### config.mk
export PLATFORM = sky130hd
export DESIGN_NAME = renkon_weight_regs
export DESIGN_NICKNAME = d
export VERILOG_FILES = /design/src/rtl/renkon_data_pkg.sv /design/src/rtl/renkon_regmap_pkg.sv /design/src/rtl/renkon_weight_regs.sv
export SDC_FILE = /design/constraint.sdc
export NUM_CORES = 1
export LEC_CHECK = 0
export BUFFER_PORTS_ARGS = -buffer_cell sky130_fd_sc_hd__buf_2
export CORE_AREA = 2 2 194 196
export CTS_CLUSTER_SIZE = 28
export DETAILED_ROUTE_END_ITERATION = 12
export DIE_AREA = 0 0 196 198
export PLACE_DENSITY = 0.81
export SKIP_CTS_REPAIR_TIMING = 1
export SYNTH_ARGS = -nofsm -noshare
export SYNTH_HDL_FRONTEND = slang
export SYNTH_SLANG_ARGS = --single-unit
### constraint.sdc
create_clock -name clk -period 3.5 [get_ports clk]
set_input_delay 0.175 -clock clk [delete_from_list [all_inputs] [get_ports clk]]
set_output_delay 0.175 -clock clk [all_outputs]
set_load 0.02 [all_outputs]
### src/rtl/renkon_data_pkg.sv
`default_nettype none

package renkon_data_pkg;

  parameter int DWIDTH = 16;
  parameter int FRAC   = DWIDTH / 2;  // Signed 8.8 format
  parameter int KSIZE  = 5;

  // One word serves pixels, weights, bias and the feature map
  typedef logic signed [DWIDTH-1:0]   pixel_t;
  typedef logic signed [2*DWIDTH-1:0] product_t;

  // Index 0 is the top row
  typedef pixel_t [KSIZE-1:0] column_t;

  // Index is row*KSIZE + column, column 0 is the oldest
  typedef pixel_t [KSIZE*KSIZE-1:0] window_t;
  typedef pixel_t [KSIZE*KSIZE-1:0] kernel_t;

  // Drops the fraction bits of a product, rounding toward minus infinity
  function automatic pixel_t round_product(input product_t p);
    product_t shifted;
    shifted = p >>> FRAC;
    return shifted[DWIDTH-1:0];  // Keep low word, upper bits wrap away
  endfunction

endpackage

`default_nettype wire

### src/rtl/renkon_regmap_pkg.sv
`default_nettype none

package renkon_regmap_pkg;

  parameter int APB_AW = 8;

  parameter logic [APB_AW-1:0] ADDR_WEIGHT0 = 8'h00;  // Weight k at +4k
  parameter logic [APB_AW-1:0] ADDR_BIAS    = 8'h64;
  parameter logic [APB_AW-1:0] ADDR_CTRL    = 8'h68;

  parameter int CTRL_RELU_BIT = 0;

endpackage

`default_nettype wire

### src/rtl/renkon_weight_regs.sv
`timescale 1ns/1ps
`default_nettype none

module renkon_weight_regs
  import renkon_data_pkg::*, renkon_regmap_pkg::*;
(
  input  logic              clk,
  input  logic              xrst,
  input  logic              psel,
  input  logic              penable,
  input  logic              pwrite,
  input  logic [APB_AW-1:0] paddr,
  input  logic [31:0]       pwdata,
  output logic [31:0]       prdata,
  output logic              pready,
  output logic              pslverr,
  output kernel_t           kernel,
  output pixel_t            bias,
  output logic              relu_en
);

  logic [APB_AW-1:0] woff;
  logic [APB_AW-3:0] widx;
  logic              hit_weight;
  logic              hit_bias;
  logic              hit_ctrl;
  logic              hit;
  logic              access;
  logic              wr_en;
  logic [31:0]       rdata;

  function automatic logic [31:0] sext(input pixel_t v);
    return {{(32-DWIDTH){v[DWIDTH-1]}}, v};
  endfunction

  assign woff       = paddr - ADDR_WEIGHT0;
  assign widx       = woff[APB_AW-1:2];
  assign hit_weight = (woff[1:0] == 2'b00) && (widx < KSIZE*KSIZE);
  assign hit_bias   = (paddr == ADDR_BIAS);
  assign hit_ctrl   = (paddr == ADDR_CTRL);
  assign hit        = hit_weight || hit_bias || hit_ctrl;

  assign access = psel && penable && !pready;          // First access cycle
  assign wr_en  = psel && penable && pready && pwrite; // Completion

  always_comb begin
    rdata = '0;
    if (hit_weight) begin
      rdata = sext(kernel[widx]);
    end else if (hit_bias) begin
      rdata = sext(bias);
    end else if (hit_ctrl) begin
      rdata[CTRL_RELU_BIT] = relu_en;
    end
  end

  // One wait state, response comes with pready
  always_ff @(posedge clk or negedge xrst) begin
    if (!xrst) begin
      pready  <= 1'b0;
      pslverr <= 1'b0;
      prdata  <= '0;
    end else begin
      pready  <= access;
      pslverr <= access && !hit;
      prdata  <= (access && !pwrite) ? rdata : '0;
    end
  end

  always_ff @(posedge clk or negedge xrst) begin
    if (!xrst) begin
      kernel  <= '0;
      bias    <= '0;
      relu_en <= 1'b0;
    end else if (wr_en) begin
      if (hit_weight) begin
        kernel[widx] <= pwdata[DWIDTH-1:0];
      end else if (hit_bias) begin
        bias <= pwdata[DWIDTH-1:0];
      end else if (hit_ctrl) begin
        relu_en <= pwdata[CTRL_RELU_BIT];
      end
    end
  end

endmodule

`default_nettype wire

==> metrics.md <==
| Metric | Value |
|---|---|
| Die W | 196 µm |
| Lkg Pwr | 13.3 nW |
| Startpoint types | flip-flop |
| CTS Buf Count | 46 |
| Syn avg cell area | 14.9 µm² |
| Vias in the first global route | 14400 |
| Clock Latency Late Sink | 0.59 ns |
| Synthesized cell area | 19900 µm² |
| CP Class | flip-flop to flip-flop |
| Die extent in y | 198 µm |
| Register bit total from synthesis | 435 |
| Post-route ant nets | 0 |
| Crit share post-route | 70.5% |
| Rows | 71 |
| Seq pwr share | 49.1% |
| CTS clk-pin slew, worst paths | 0.06 ns |
| CTS Sinks | 435 |
| Total global routing overflow | 0 |
| Sequential share of the synthesized area | 54.7% |
| Final worst slack | 1.03 ns |
| Routed len/inst | 28.8 µm |
| Drt first-iter violations | 1000 |
| Post-Synthesis Cells | 1335 |
| Comb pwr share | 4.7% |
| Clk network pwr share | 46.2% |
| Setup TNS | 0 ns |
| Largest net degree at the start of global routing | 101 |
| Status | finished clean |
| RSZ-0062 raised after global routing | false |
| Warnings, synthesis | 0 |
| Hold crit path type | input pin to flip-flop |
| Max FO, Critical Path | 16 |
| Post-synth EDFFs | 0 |
| First-pass GRT wire length | 97300 µm |
| DRT Pass-1 Iters | 5 |
| Vias post-DR | 14200 |
| Hpwl dp | 46800 µm |
| I/O Buffers | 479 |
| DRC Markers | 0 |
| Initial antenna violation count | 0 |
| H-tree depth | 2 |
| Crit path capture type | flip-flop |
| CTS max path bufs | 3 |
| Core ar. | 37000 µm² |
| Sw Ratio | 23.4% |
| Top_reg_cell synth | dfrtp_1 |
| Starting Density | 53.8% |
| Clock tree from TritonCTS | yes |
| Fraction of registers with async set or reset after synthesis | 100% |
| Synth unique cells | 53 |
| Worst path required time | 3.96 ns |
| CP arrival | 2.92 ns |
| Multi-input logic area | 8400 µm² |
| DR vias/cell | 6.18 |
| Fmax | 0.405 GHz |
| Final setup viols | 0 |
| Synth-to-Final Area Change | 22.1% |
| Nets | 1842 |
| Placer Congestion | 0.919 |
| Final hold viol count | 0 |
| Internal Power | 7.87 mW |
| Root buf cell | clkbuf_16 |
| Worst slew margin | 39.7% |
| Worst Skew | 0.0166 ns |
| PD cells | 423 nW/µm² |
| Routed wire length | 66400 µm |
| Fill cells | 2687 |
| Layout cells sized above 1 | 61.1% |
| All-layer global routing usage | 34.4% |
| Worst VDD drop | 0.000391 V |
| Reg area | 10900 µm² |
| NetSw | 2.41 mW |
| Setup slack, reg-to-reg | 1.03 ns |
| Worst-Margin Slew | 0.902 ns |
| Max-cap violation count | 0 |
| Fin crit period | 2.47 ns |
| Slew Viols, Final | 0 |
| Place WS | 0.859 ns |
| Syn Nets | 1380 |
| Io pins | 496 |
| DIE AREA | 38800 µm² |
==> critical path, cell delays in order, from the launching register on <==
cell,delay (ns)
dfrtp_1,0.40
nand4_1,0.19
nor2_1,0.21
and3_1,0.43
nand3_2,0.57
mux2_1,0.54
==> layer usage <==
| metal | wire [µm] | global-route usage (%) | vias up |
|---|---|---|---|
| li1 | - | - | 5885 |
| met1 | 26400 | 45.9 | 7452 |
| met2 | 30700 | 52.4 | 719 |
| met3 | 5500 | 8.43 | 186 |
| met4 | 3780 | 18.6 | 0 |
| met5 | 0 | 0 | - |
==> path summary, 6_finish.rpt <==
path / startpoint / to / depth (start not counted)
max: pready / kernel[76] / 5
min: pwrite / relu_en / 4
max reg2reg: pready / kernel[76] / 5
min reg2reg: pready / pready / 1
max in group asynchronous: xrst / kernel[212] / 3
min in group asynchronous: xrst / kernel[36] / 2
==> placed cells by master (no fill, tap or decap), types with 8 or more instances in the layout <==
| cell | count |
|---|---|
| buf_4 | 47 |
| nand3_1 | 13 |
| o21a_1 | 8 |
| clkbuf_1 | 14 |
| a22oi_1 | 22 |
| a21oi_1 | 15 |
| buf_12 | 8 |
| nand4_1 | 14 |
| buf_2 | 476 |
| clkbuf_16 | 46 |
| nor2_1 | 19 |
| nand2_1 | 57 |
| dfrtp_1 | 435 |
| mux2_2 | 412 |
| mux2_1 | 11 |
| nor3_1 | 13 |
| mux2i_1 | 22 |
| mux4_2 | 85 |
==> sequential cells by signal, indices dropped and copies added (netlist names) <==
name,count
kernel,400
pslverr,1
pready,1
relu_en,1
bias,16
prdata,16
==> stage by stage <==
stage	utilization, %	total power, mW	hold WS [ns]	area, µm²	std cells
detailed placement	61.7	5.63	0.278	22800	2220
floorplan	-	5.36	-0.121	19900	1335
global route	65.7	10.6	0.201	24300	2305
CTS	65.6	10.3	-0.334	24300	2302
finish	65.7	10.3	0.186	24300	2306
global placement	61.7	5.62	0.283	22800	2220
==> cell families after synthesis <==
logic type      Yosys count  synth area share [%]
compound gates           83                  2.95
buf+inv                 123                  3.11
simple gates            164                  4.52
mux                     530                  34.7
flops                   435                  54.7
==> cell type report <==
| type | instances | area share, % |
|---|---|---|
| well taps | 474 | 2.44 |
| diodes | 1 | 0.0103 |
| repair buffers | 536 | 12.2 |
| clock buffers | 66 | 5.30 |
| flip-flops and latches | 435 | 44.8 |
| clock inverters | 16 | 0.659 |
| inverters | 1 | 0.0155 |
| multi-input cells | 777 | 34.6 |
==> power groups by stage <==
stage / combinational [mW] / sequential, mW / clock (mW)
after floorplan: 0.209 / 5.15 / 0
after global placement: 0.479 / 5.14 / 0
after detailed placement: 0.487 / 5.14 / 0
after CTS: 0.488 / 5.05 / 4.81
after global routing: 0.527 / 5.05 / 5.01
final: 0.488 / 5.05 / 4.75
==> Yosys cell counts (14+ instances only) <==
| library cell | number | share of area, % |
|---|---|---|
| buf_4 | 27 | 1.0 |
| nand4_1 | 14 | 0.44 |
| mux4_2 | 85 | 9.6 |
| a21oi_1 | 15 | 0.38 |
| dfrtp_1 | 435 | 55 |
| clkbuf_1 | 55 | 1.0 |
| nand2_1 | 57 | 1.1 |
| mux2_2 | 412 | 23 |
| a22oi_1 | 22 | 0.83 |
| nor2_1 | 20 | 0.38 |
| buf_2 | 33 | 0.83 |
| mux2i_1 | 22 | 1.1 |
Power figures use the tool's default switching activity.
