[src/rtl/renkon_data_pkg.sv]
`default_nettype none

package renkon_data_pkg;

  parameter int DWIDTH = 16;
  parameter int FRAC   = DWIDTH / 2;  // Signed 8.8 format
  parameter int KSIZE  = 5;

  // One word serves pixels, weights, bias and the feature map
  typedef logic signed [DWIDTH-1:0]   pixel_t;
  typedef logic signed [2*DWIDTH-1:0] product_t;

  // Index 0 is the top row
  typedef pixel_t [KSIZE-1:0] column_t;

  // Index is row*KSIZE + column, column 0 is the oldest
  typedef pixel_t [KSIZE*KSIZE-1:0] window_t;
  typedef pixel_t [KSIZE*KSIZE-1:0] kernel_t;

  // Drops the fraction bits of a product, rounding toward minus infinity
  function automatic pixel_t round_product(input product_t p);
    product_t shifted;
    shifted = p >>> FRAC;
    return shifted[DWIDTH-1:0];  // Keep low word, upper bits wrap away
  endfunction

endpackage

`default_nettype wire

[src/rtl/renkon_stream_if.sv]
`timescale 1ns/1ps
`default_nettype none

interface renkon_stream_if #(
  parameter type payload_t = logic
);

  logic     valid;
  logic     ready;
  logic     sol;    // First item of a band
  payload_t data;

  modport src (
    output valid,
    output sol,
    output data,
    input  ready
  );

  modport snk (
    input  valid,
    input  sol,
    input  data,
    output ready
  );

endinterface

`default_nettype wire

[src/rtl/renkon_window.sv]
`timescale 1ns/1ps
`default_nettype none

module renkon_window
  import renkon_data_pkg::*;
(
  input  logic         clk,
  input  logic         xrst,
  renkon_stream_if.snk col_in,
  renkon_stream_if.src win_out
);

  column_t    cols [KSIZE];
  logic [2:0] count;       // Columns held in this band, saturates at KSIZE
  logic [2:0] count_next;
  logic       win_valid;
  logic       win_sol;
  logic       take;
  window_t    win;

  assign col_in.ready = !win_valid || win_out.ready;
  assign take         = col_in.valid && col_in.ready;

  always_comb begin
    if (col_in.sol) begin
      count_next = 3'd1;  // New band
    end else if (count == 3'(KSIZE)) begin
      count_next = count;
    end else begin
      count_next = count + 3'd1;
    end
  end

  always_ff @(posedge clk or negedge xrst) begin
    if (!xrst) begin
      count     <= '0;
      win_valid <= 1'b0;
      win_sol   <= 1'b0;
    end else if (take) begin
      count     <= count_next;
      win_valid <= (count_next == 3'(KSIZE));
      win_sol   <= (count_next == 3'(KSIZE)) && (count != 3'(KSIZE));
    end else if (win_out.ready) begin
      win_valid <= 1'b0;
    end
  end

  always_ff @(posedge clk) begin
    if (take) begin
      for (int c = 0; c < KSIZE - 1; c++) begin
        cols[c] <= cols[c+1];
      end
      cols[KSIZE-1] <= col_in.data;  // Newest column on the right
    end
  end

  always_comb begin
    for (int r = 0; r < KSIZE; r++) begin
      for (int c = 0; c < KSIZE; c++) begin
        win[r*KSIZE+c] = cols[c][r];
      end
    end
  end

  assign win_out.valid = win_valid;
  assign win_out.sol   = win_sol;
  assign win_out.data  = win;

endmodule

`default_nettype wire

[src/flat_wrapper.sv]
// flat-port wrapper written by rule: the top's interface ports become plain ports
module renkon_window_flat import renkon_data_pkg::*;
  (clk, xrst, col_in_valid, col_in_sol, col_in_data, col_in_ready, win_out_valid, win_out_sol, win_out_data, win_out_ready);
  renkon_stream_if col_in_i ();
  renkon_stream_if win_out_i ();
  input  logic clk;
  input  logic xrst;
  input wire logic [$bits(col_in_i.valid)-1:0] col_in_valid;
  input wire logic [$bits(col_in_i.sol)-1:0] col_in_sol;
  input wire logic [$bits(col_in_i.data)-1:0] col_in_data;
  output wire logic [$bits(col_in_i.ready)-1:0] col_in_ready;
  output wire logic [$bits(win_out_i.valid)-1:0] win_out_valid;
  output wire logic [$bits(win_out_i.sol)-1:0] win_out_sol;
  output wire logic [$bits(win_out_i.data)-1:0] win_out_data;
  input wire logic [$bits(win_out_i.ready)-1:0] win_out_ready;
  assign col_in_i.valid = col_in_valid;
  assign col_in_i.sol = col_in_sol;
  assign col_in_i.data = col_in_data;
  assign col_in_ready = col_in_i.ready;
  assign win_out_valid = win_out_i.valid;
  assign win_out_sol = win_out_i.sol;
  assign win_out_data = win_out_i.data;
  assign win_out_i.ready = win_out_ready;
  renkon_window u_core (.clk(clk), .xrst(xrst), .col_in(col_in_i), .win_out(win_out_i));
endmodule
[config.mk]
export PLATFORM = sky130hd
export DESIGN_NAME = renkon_window_flat
export DESIGN_NICKNAME = d
export VERILOG_FILES = /design/src/rtl/renkon_data_pkg.sv /design/src/rtl/renkon_stream_if.sv /design/src/rtl/renkon_window.sv /design/src/flat_wrapper.sv
export SDC_FILE = /design/constraint.sdc
export NUM_CORES = 1
export LEC_CHECK = 0
export ABC_AREA = 1
export BUFFER_PORTS_ARGS = -buffer_cell sky130_fd_sc_hd__buf_2
export CORE_AREA = 2 2 39 41
export DETAILED_ROUTE_END_ITERATION = 8
export DIE_AREA = 0 0 41 43
export MAX_ROUTING_LAYER = met4
export PLACE_DENSITY = 0.57
export SKIP_CTS_REPAIR_TIMING = 1
export SLEW_MARGIN = 20
export SYNTH_ARGS = -nofsm -noshare
export SYNTH_HDL_FRONTEND = slang
export SYNTH_SLANG_ARGS = --single-unit
[constraint.sdc]
create_clock -name clk -period 2.3 [get_ports clk]
set_clock_uncertainty 0.15 [all_clocks]
set_input_delay 0.115 -clock clk [delete_from_list [all_inputs] [get_ports clk]]
set_output_delay 0.115 -clock clk [all_outputs]
set_load 0.005 [all_outputs]
==> flow_summary_export.csv <==
group,metric,value,unit
outcome,outcome,"complete, no violations",
route,dr.max_layer_used,"met3",
critical_path,cp_max_fo,8,
timing,max_slew_margin,80.63,%
synth,yosysWarningCount,0,
floorplan,ios,10,
floorplan,dieWidth,41,um
placement,place_area,524.3,um^2
floorplan,dieArea,1763,um^2
global_route,grt_pass1_wl,1221,um
timing,max_freq,704.4,MHz
synth,yosysTopAreaCell,"edfxtp_1",
timing,report.final.slew_viol_count,0,
floorplan,start_util,33.18,%
timing,min_period,1.420,ns
floorplan,core_area,1384,um^2
clock_network,cts_buffer_depth,2,
pwr,ir_worst_vdd,0.3201,mV
critical_path,start_kind,"primary input",
global_route,antenna_found_initial,0,
synth,synth.net_count,52,
timing,tightest_slew,0.2902,ns
clock_network,cts_root_buf,"clkbuf_4",
clock_network,clkLatencyLatePin,0.26,ns
route,wl,797,um
final_layout,post-route-util,41.95,%
floorplan,die_h,43,um
pwr,p_leak,0.2920,nW
final_layout,drive_gt1_share,30.00,%
synth,synth_seq_area_share,59.95,%
critical_path,critPathArrivalTime,1.21,ns
clock_network,cts_buffers,3,
timing,hold_viol_final,0,
route,drcViolationCount,0,
timing,whs,0.003377,ns
synth,synth_top_area_share,32.70,%
run,maxCapViolations,0,
global_route,grt.total_usage,10.87,%
final_layout,syn2layout_area_growth,26.43,%
route,drt_iter0_drc,14,
route,wl_per_cell,10.49,um
route,met1_length,377,um
route,drt_pre_antenna_iters,4,
synth,synth-seq-cells,10,
pwr,p_per_area,790.4,nW/um^2
final_layout,final_cell_area,580.6,um^2
synth,netlist_area,459.2,um^2
synth,synth_top_cells_by_area,"edfxtp_1, dfrtp_1, nand2_1, inv_1, ha_1",
placement,dpl.hpwl,606.9,um
critical_path,endpoint_kind,"flop",
route,dr_total_vias,350,
timing,finalSetupTns,0,ns
clock_network,htree_levels,1,
timing,period_share,61.72,%
critical_path,critPathRequiredTime,2.09,ns
global_route,gr-total-overflow,0,
synth,synth_cell_types,15,
final_layout,antenna_cells,0,
synth,synth_cells,44,
final_layout,nets,69,
route,dr_wl_met3,38,um
timing,setup_viol,0,
clock_network,cts_tree,"built",
global_route,grt_max_degree,9,
global_route,grt_pass1_vias,313,
synth,syn_area_per_cell,10.44,um^2
route,antenna_left,0,
min_path,hold_path.class,"primary input to flop",
timing,rsz0062_at_grt,"no",
placement,portBuffers,9,
clock_network,cts.sinks,10,
critical_path,crit_type,"primary input to flop",
clock_network,cts.reportedPaths.clkPinSlew,0.06,ns
placement,gp_congestion,0.8109,
route,wl_met2,380,um
route,routed_via_density,4.605,
floorplan,num_rows,14,
[path summary, 6_finish.rpt]
check,start,endpoint,slack [ns],cells after the start
setup / recovery,win_out_ready,u_core.cols[0][240]$_DFFE_PP_,0.88,6
max in group asynchronous,xrst,u_core.count[1]$_DFFE_PN0P_,1.82,2
min in group asynchronous,xrst,u_core.win_out.valid$_DFFE_PN0P_,0.04,2
setup reg to reg,u_core.count[1]$_DFFE_PN0P_,u_core.win_out.sol$_DFFE_PN0P_,0.92,7
hold / removal,col_in_valid,u_core.count[2]$_DFFE_PN0P_,0.003,3
hold reg to reg,u_core.cols[0][240]$_DFFE_PP_,u_core.cols[0][160]$_DFFE_PP_,0.27,0
[sequential cells by signal (all words and copies together), names as in the netlist]
name / cells
u_core.cols: 5
u_core.count: 3
u_core.win_out.sol: 1
u_core.win_out.valid: 1
[per-stage QoR]
stage / setup WS (ns) / cells / total power, mW
3_5_place_dp: 0.9151 / 69 / 0.3363
2_1_floorplan: 1.043 / 44 / 0.3054
3_3_place_gp: 0.9570 / 69 / 0.3331
5_1_grt: 0.7640 / 76 / 0.4929
4_1_cts: 0.9074 / 73 / 0.4618
6_report: 0.8804 / 76 / 0.4589
[kinds of logic (layout without fill, tap and decap cells)]
group | Yosys count | in the layout | synth area share [%]
compound gates | 3 | 3 | 3.541
fa+ha+maj | 2 | 2 | 5.449
buf+inv | 8 | 24 | 6.540
flops | 10 | 10 | 59.94
simple gates | 21 | 21 | 24.53
[area by class of cell]
class                      instances  area (um^2)
tap                               16        20.02
sequential                        10        275.3
multi-input combinational         26        153.9
inverter                           8        30.03
clock buffer                       3        22.52
clock inverter                     1        3.754
timing repair buffer              12        75.07
fill                             152        803.3
[layout by cell type, fill, tap and decap left out]
cell / n
inv_2: 1
nand3_2: 2
nand2_4: 1
nand3_1: 5
ha_1: 2
o21ai_1: 1
nand2_2: 1
dlygate4sd3_1: 3
o22ai_1: 1
nand2_1: 10
inv_1: 7
nand4_1: 1
nor2_2: 1
o21ai_0: 1
edfxtp_1: 5
buf_2: 9
dfrtp_1: 5
clkbuf_4: 3
clkinv_1: 1
[cells in the mapped netlist, drive strengths merged]
cell type and count:
nor2 1, dfrtp 5, ha 2, o21ai 2, nand2 12, nand3 7
edfxtp 5, o22ai 1, nand4 1, inv 8
[report_power, final]
| part | switching, mW | internal [mW] |
|---|---|---|
| sequential | 0.0186 | 0.214 |
| clock | 0.0609 | 0.0626 |
| combinational | 0.0599 | 0.0426 |
| total | 0.139 | 0.319 |
[worst max-delay path: stages]
cell           delay, ns
dlygate4sd3_1       0.52
buf_2               0.09
inv_1               0.05
nand2_4             0.07
nand2_1             0.11
inv_1               0.26
[layer usage]
metal  up-vias  global-route usage [%]
li1        175                       -
met1       165                   13.18
met2        10                   15.63
met3         0                   3.141
met4         0                   6.000
met5         -                       -
Note: power is estimated with default switching activity, not from simulation.
