File: config.mk
export PLATFORM = sky130hd
export DESIGN_NAME = renkon_conv_tree_flat
export DESIGN_NICKNAME = d
export VERILOG_FILES = /design/src/rtl/renkon_data_pkg.sv /design/src/rtl/renkon_stream_if.sv /design/src/rtl/renkon_conv_tree.sv /design/src/flat_wrapper.sv
export SDC_FILE = /design/constraint.sdc
export NUM_CORES = 1
export LEC_CHECK = 0
export ABC_AREA = 1
export BUFFER_PORTS_ARGS = -buffer_cell sky130_fd_sc_hd__buf_4
export CAP_MARGIN = 30
export CORE_AREA = 2 2 159 161
export DETAILED_ROUTE_END_ITERATION = 16
export DIE_AREA = 0 0 161 163
export PLACE_DENSITY = 0.33
export RECOVER_POWER = 25
export SYNTH_ARGS = -nofsm -noshare
export SYNTH_HDL_FRONTEND = slang
export SYNTH_SLANG_ARGS = --single-unit
File: constraint.sdc
create_clock -name clk -period 1.4 [get_ports clk]
set_clock_uncertainty 0.15 [all_clocks]
set_input_delay 0.07 -clock clk [delete_from_list [all_inputs] [get_ports clk]]
set_output_delay 0.07 -clock clk [all_outputs]
set_load 0.05 [all_outputs]
File: src/rtl/renkon_data_pkg.sv
`default_nettype none

package renkon_data_pkg;

  parameter int DWIDTH = 16;
  parameter int FRAC   = DWIDTH / 2;  // Signed 8.8 format
  parameter int KSIZE  = 5;

  // One word serves pixels, weights, bias and the feature map
  typedef logic signed [DWIDTH-1:0]   pixel_t;
  typedef logic signed [2*DWIDTH-1:0] product_t;

  // Index 0 is the top row
  typedef pixel_t [KSIZE-1:0] column_t;

  // Index is row*KSIZE + column, column 0 is the oldest
  typedef pixel_t [KSIZE*KSIZE-1:0] window_t;
  typedef pixel_t [KSIZE*KSIZE-1:0] kernel_t;

  // Drops the fraction bits of a product, rounding toward minus infinity
  function automatic pixel_t round_product(input product_t p);
    product_t shifted;
    shifted = p >>> FRAC;
    return shifted[DWIDTH-1:0];  // Keep low word, upper bits wrap away
  endfunction

endpackage

`default_nettype wire

File: src/rtl/renkon_stream_if.sv
`timescale 1ns/1ps
`default_nettype none

interface renkon_stream_if #(
  parameter type payload_t = logic
);

  logic     valid;
  logic     ready;
  logic     sol;    // First item of a band
  payload_t data;

  modport src (
    output valid,
    output sol,
    output data,
    input  ready
  );

  modport snk (
    input  valid,
    input  sol,
    input  data,
    output ready
  );

endinterface

`default_nettype wire

File: src/rtl/renkon_conv_tree.sv
`timescale 1ns/1ps
`default_nettype none

module renkon_conv_tree
  import renkon_data_pkg::*;
(
  input  logic         clk,
  input  logic         xrst,
  input  kernel_t      kernel,
  renkon_stream_if.snk win_in,
  renkon_stream_if.src score_out
);

  localparam int NTAP = KSIZE * KSIZE;

  window_t  r_win;
  kernel_t  r_ker;
  product_t pro       [NTAP];
  pixel_t   pro_short [NTAP];
  pixel_t   r_pro     [NTAP];
  pixel_t   sum0      [12];
  pixel_t   sum1      [6];
  pixel_t   sum2      [3];
  pixel_t   sum3      [2];
  pixel_t   sum4;
  pixel_t   r_sum;
  logic     v1;
  logic     v2;
  logic     v3;
  logic     sol1;
  logic     sol2;
  logic     sol3;
  logic     stage_en;

  // All three stages move together
  assign stage_en     = !v3 || score_out.ready;
  assign win_in.ready = stage_en;

  for (genvar i = 0; i < NTAP; i++) begin : g_mul
    assign pro[i]       = r_win[i] * r_ker[i];
    assign pro_short[i] = round_product(pro[i]);
  end

  for (genvar i = 0; i < 12; i++) begin : g_lvl0
    assign sum0[i] = r_pro[2*i] + r_pro[2*i+1];
  end

  for (genvar i = 0; i < 6; i++) begin : g_lvl1
    assign sum1[i] = sum0[2*i] + sum0[2*i+1];
  end

  for (genvar i = 0; i < 3; i++) begin : g_lvl2
    assign sum2[i] = sum1[2*i] + sum1[2*i+1];
  end

  assign sum3[0] = sum2[0] + sum2[1];
  assign sum3[1] = sum2[2] + r_pro[NTAP-1];  // Odd tap joins here
  assign sum4    = sum3[0] + sum3[1];

  always_ff @(posedge clk or negedge xrst) begin
    if (!xrst) begin
      v1   <= 1'b0;
      v2   <= 1'b0;
      v3   <= 1'b0;
      sol1 <= 1'b0;
      sol2 <= 1'b0;
      sol3 <= 1'b0;
    end else if (stage_en) begin
      v1   <= win_in.valid;
      v2   <= v1;
      v3   <= v2;
      sol1 <= win_in.sol;
      sol2 <= sol1;
      sol3 <= sol2;
    end
  end

  always_ff @(posedge clk) begin
    if (stage_en) begin
      r_win <= win_in.data;  // Stage 1
      r_ker <= kernel;
      for (int i = 0; i < NTAP; i++) begin
        r_pro[i] <= pro_short[i];  // Stage 2
      end
      r_sum <= sum4;  // Stage 3
    end
  end

  assign score_out.valid = v3;
  assign score_out.sol   = sol3;
  assign score_out.data  = r_sum;

endmodule

`default_nettype wire

File: src/flat_wrapper.sv
// flat-port wrapper written by rule: the top's interface ports become plain ports
module renkon_conv_tree_flat import renkon_data_pkg::*;
  (clk, xrst, kernel, win_in_valid, win_in_sol, win_in_data, win_in_ready, score_out_valid, score_out_sol, score_out_data, score_out_ready);
  renkon_stream_if win_in_i ();
  renkon_stream_if score_out_i ();
  input  logic clk;
  input  logic xrst;
  input  kernel_t kernel;
  input wire logic [$bits(win_in_i.valid)-1:0] win_in_valid;
  input wire logic [$bits(win_in_i.sol)-1:0] win_in_sol;
  input wire logic [$bits(win_in_i.data)-1:0] win_in_data;
  output wire logic [$bits(win_in_i.ready)-1:0] win_in_ready;
  output wire logic [$bits(score_out_i.valid)-1:0] score_out_valid;
  output wire logic [$bits(score_out_i.sol)-1:0] score_out_sol;
  output wire logic [$bits(score_out_i.data)-1:0] score_out_data;
  input wire logic [$bits(score_out_i.ready)-1:0] score_out_ready;
  assign win_in_i.valid = win_in_valid;
  assign win_in_i.sol = win_in_sol;
  assign win_in_i.data = win_in_data;
  assign win_in_ready = win_in_i.ready;
  assign score_out_valid = score_out_i.valid;
  assign score_out_sol = score_out_i.sol;
  assign score_out_data = score_out_i.data;
  assign score_out_i.ready = score_out_ready;
  renkon_conv_tree u_core (.clk(clk), .xrst(xrst), .kernel(kernel), .win_in(win_in_i), .score_out(score_out_i));
endmodule
==> flow_metrics.tcl <==
set metrics [dict create \
    p_seq_frac 0.340 \
    final_common_cell "nand2_1" \
    period_minus_slack_ns 1.34 \
    crit_fanout 11 \
    initial_core_util 0.0147 \
    r2r_start "u_core.score_out.valid$_DFFE_PN0P_" \
    crit_arrival_ns 1.12 \
    use_met2 0.0129 \
    end_kind "output port" \
    hp-class "in -> reg" \
    hold_end "u_core.v1$_DFFE_PN0P_" \
    critPathRequiredTime_ns 1.18 \
    grt_antenna_before_repair 0 \
    drt-pass1-iter-count 2 \
    hold_depth 4 \
    drtIter0Drc 4 \
    ant_nets 0 \
    clkPwrFrac 0.412 \
    clk_pin_slew_worst_paths_ns 0.04 \
    yosys.area_share.simple 0.224 \
    top_usage_layer "met2" \
    finalHoldViolCount 0 \
    cts_hold_buffers 5 \
    ir_worst_vdd_uv 409 \
    wl_um 948 \
    comb_power_share 0.247 \
    clk_latency_ns 0.24 \
    worstSetupPathType "reg -> out" \
    grt_max_degree 12 \
    fill_cells 2970 \
    synth_xor_area_frac 0 \
    htreeDepth 1 \
    synth_compound_area_frac 0 \
    cts_tree "done" \
    drive_above_1_share 0.300 \
    p_leak_uw 0.000295 \
    wl_per_cell_um 2.49 \
    post-dp-hpwl_um 730 \
    ys_warn_count 0 \
    synth_top_family_by_area "simple AND/OR/NAND/NOR gates" \
    place.gp.congestion 0.580 \
    swShare 0.320 \
    numPortBuffers 10 \
    row_count 58 \
    syn-cell-area_um2 363 \
    synth_area_per_cell_um2 11.7 \
    synthToLayoutAreaGrowth_pct 172 \
    p_int_uw 940 \
    power_density_mw_per_mm2 1400 \
    gr-usage-met3 0.00611 \
    final_cell_mix "nand2_1 (12), buf_4 (9), nand3_1 (5), dlygate4sd3_1 (5), dfrtp_1 (5)" \
    synth_cell_types 6 \
    max-cap-violations 0 \
    setup_tns_ns 0 \
    rsz0062_at_grt "no" \
    route.detailed.drc 0 \
    clk_path_buf_depth 2 \
    setup_viol_count_final 0 \
    grt_overflow 0 \
    finalMaxSlewViolations 0 \
    core_area_mm2 0.0247 \
    ys_seq_elements 10 \
    cts_setup_buffers 0 \
    slew_headroom 0.763 \
    regToRegSetupSlack_ns 0.30 \
    die_w_um 161 \
    worstSetupStartpointType "flip-flop" \
    grt_pass1_wl_um 1590 \
    worstReg2RegEnd "u_core.r_sum[0]$_DFFE_PP_" \
    tightest_slew_ns 0.355 \
    synth_nets 437 \
    synth.area.mux_share 0 \
    p_sw_uw 443 \
    max_clock_freq_mhz 748 \
    use_met1 0.00783 \
    yosysSeqAreaShare 0.745 \
    postSynthCellCount 31 \
    cts.sinks 10 \
    cts-buffers-inserted 3 \
    min_from "score_out_ready" \
    die_area_mm2 0.0262 \
    dr_total_vias 281 \
    cts_resized 0 \
    root_buffer "clkbuf_16" \
    diodes 0 \
    grtUsageTotal 0.00851 \
    status "complete, no violations" \
    pin_count 410 \
    fin_nets 457 \
    synth_fa_ha_area_frac 0 \
    vias_per_cell 0.739 \
    rr_worst_depth 1 \
    final_util 0.0400 \
    timing.final.crit_share 0.955 \
    first_global_vias 342 \
    floorplan.die.height_um 163 \
]
[per-layer routing]
metal,routed length [um],share of wire,vias to the layer above
met2,469,0.49,11
met3,82,0.086,2
met4,24,0.025,0
met5,0,0,-
li1,-,-,137
met1,371,0.39,131
[state kept, by name, summed over array words and instances, names as in the netlist]
register	flops
u_core.r_ker	1
u_core.v2	1
u_core.sol2	1
u_core.v1	1
u_core.sol1	1
u_core.r_sum	1
u_core.r_win	1
u_core.r_pro	1
u_core.score_out.sol	1
u_core.score_out.valid	1
[cell families (layout without fill, tap and decap cells)]
family	after synthesis	count (layout)
and+or+nand+nor	18	18
buffers and inverters	3	22
DFF	10	10
[critical path: stages, from the launching register on]
cell and delay, ns:
dfrtp_2 0.47, nand2_4 0.18, buf_4 0.23
[synthesized netlist by cell type]
master | n | area [um2]
dfrtp_1 | 6 | 150
edfxtp_1 | 4 | 120
inv_1 | 3 | 11.3
nand2_1 | 12 | 45.0
nand2_4 | 1 | 11.3
nand3_1 | 5 | 25.0
[cell type report]
| type | instances | area [um2] | share of cell area |
|---|---|---|---|
| Clock buffer | 4 | 88.8 | 0.0900 |
| Inverter | 3 | 11.3 | 0.0114 |
| Multi-Input combinational cell | 18 | 81.3 | 0.0824 |
| Sequential cell | 10 | 272 | 0.275 |
| Tap cell | 330 | 413 | 0.418 |
| Timing Repair Buffer | 15 | 121 | 0.123 |
[power groups by stage]
stage	clock network [uW]	logic (uW)	registers (uW)
2_1_floorplan	0	102	582
3_3_place_gp	0	332	466
3_5_place_dp	0	337	474
4_1_cts	589	349	470
5_1_grt	604	368	482
6_report	570	342	471
[how the worst max path moves through the flow]
stage,from,depth (start not counted),end
finish,u_core.score_out.valid$_DFFE_PN0P_,2,win_in_ready
global route,u_core.score_out.valid$_DFFE_PN0P_,2,win_in_ready
CTS,u_core.score_out.valid$_DFFE_PN0P_,2,win_in_ready
detailed placement,u_core.score_out.valid$_DFFE_PN0P_,1,u_core.r_sum[0]$_DFFE_PP_
global placement,u_core.score_out.valid$_DFFE_PN0P_,1,u_core.r_sum[0]$_DFFE_PP_
floorplan,u_core.score_out.valid$_DFFE_PN0P_,1,u_core.r_ker[8]$_DFFE_PP_
[stage by stage]
| step | std cells | total power [uW] | setup slack, ns | cell area [um2] | hold slack, ns |
|---|---|---|---|---|---|
| after floorplan | 31 | 684 | 0.138 | 364 | -0.376 |
| after global placement | 371 | 799 | 0.307 | 852 | -0.272 |
| after detailed placement | 371 | 811 | 0.296 | 852 | -0.266 |
| after CTS | 380 | 1410 | 0.0463 | 991 | 0.0212 |
| after global routing | 380 | 1450 | 0.0144 | 987 | 0.0662 |
| final | 380 | 1380 | 0.0633 | 987 | 0.0533 |
Power figures use the tool's default switching activity.
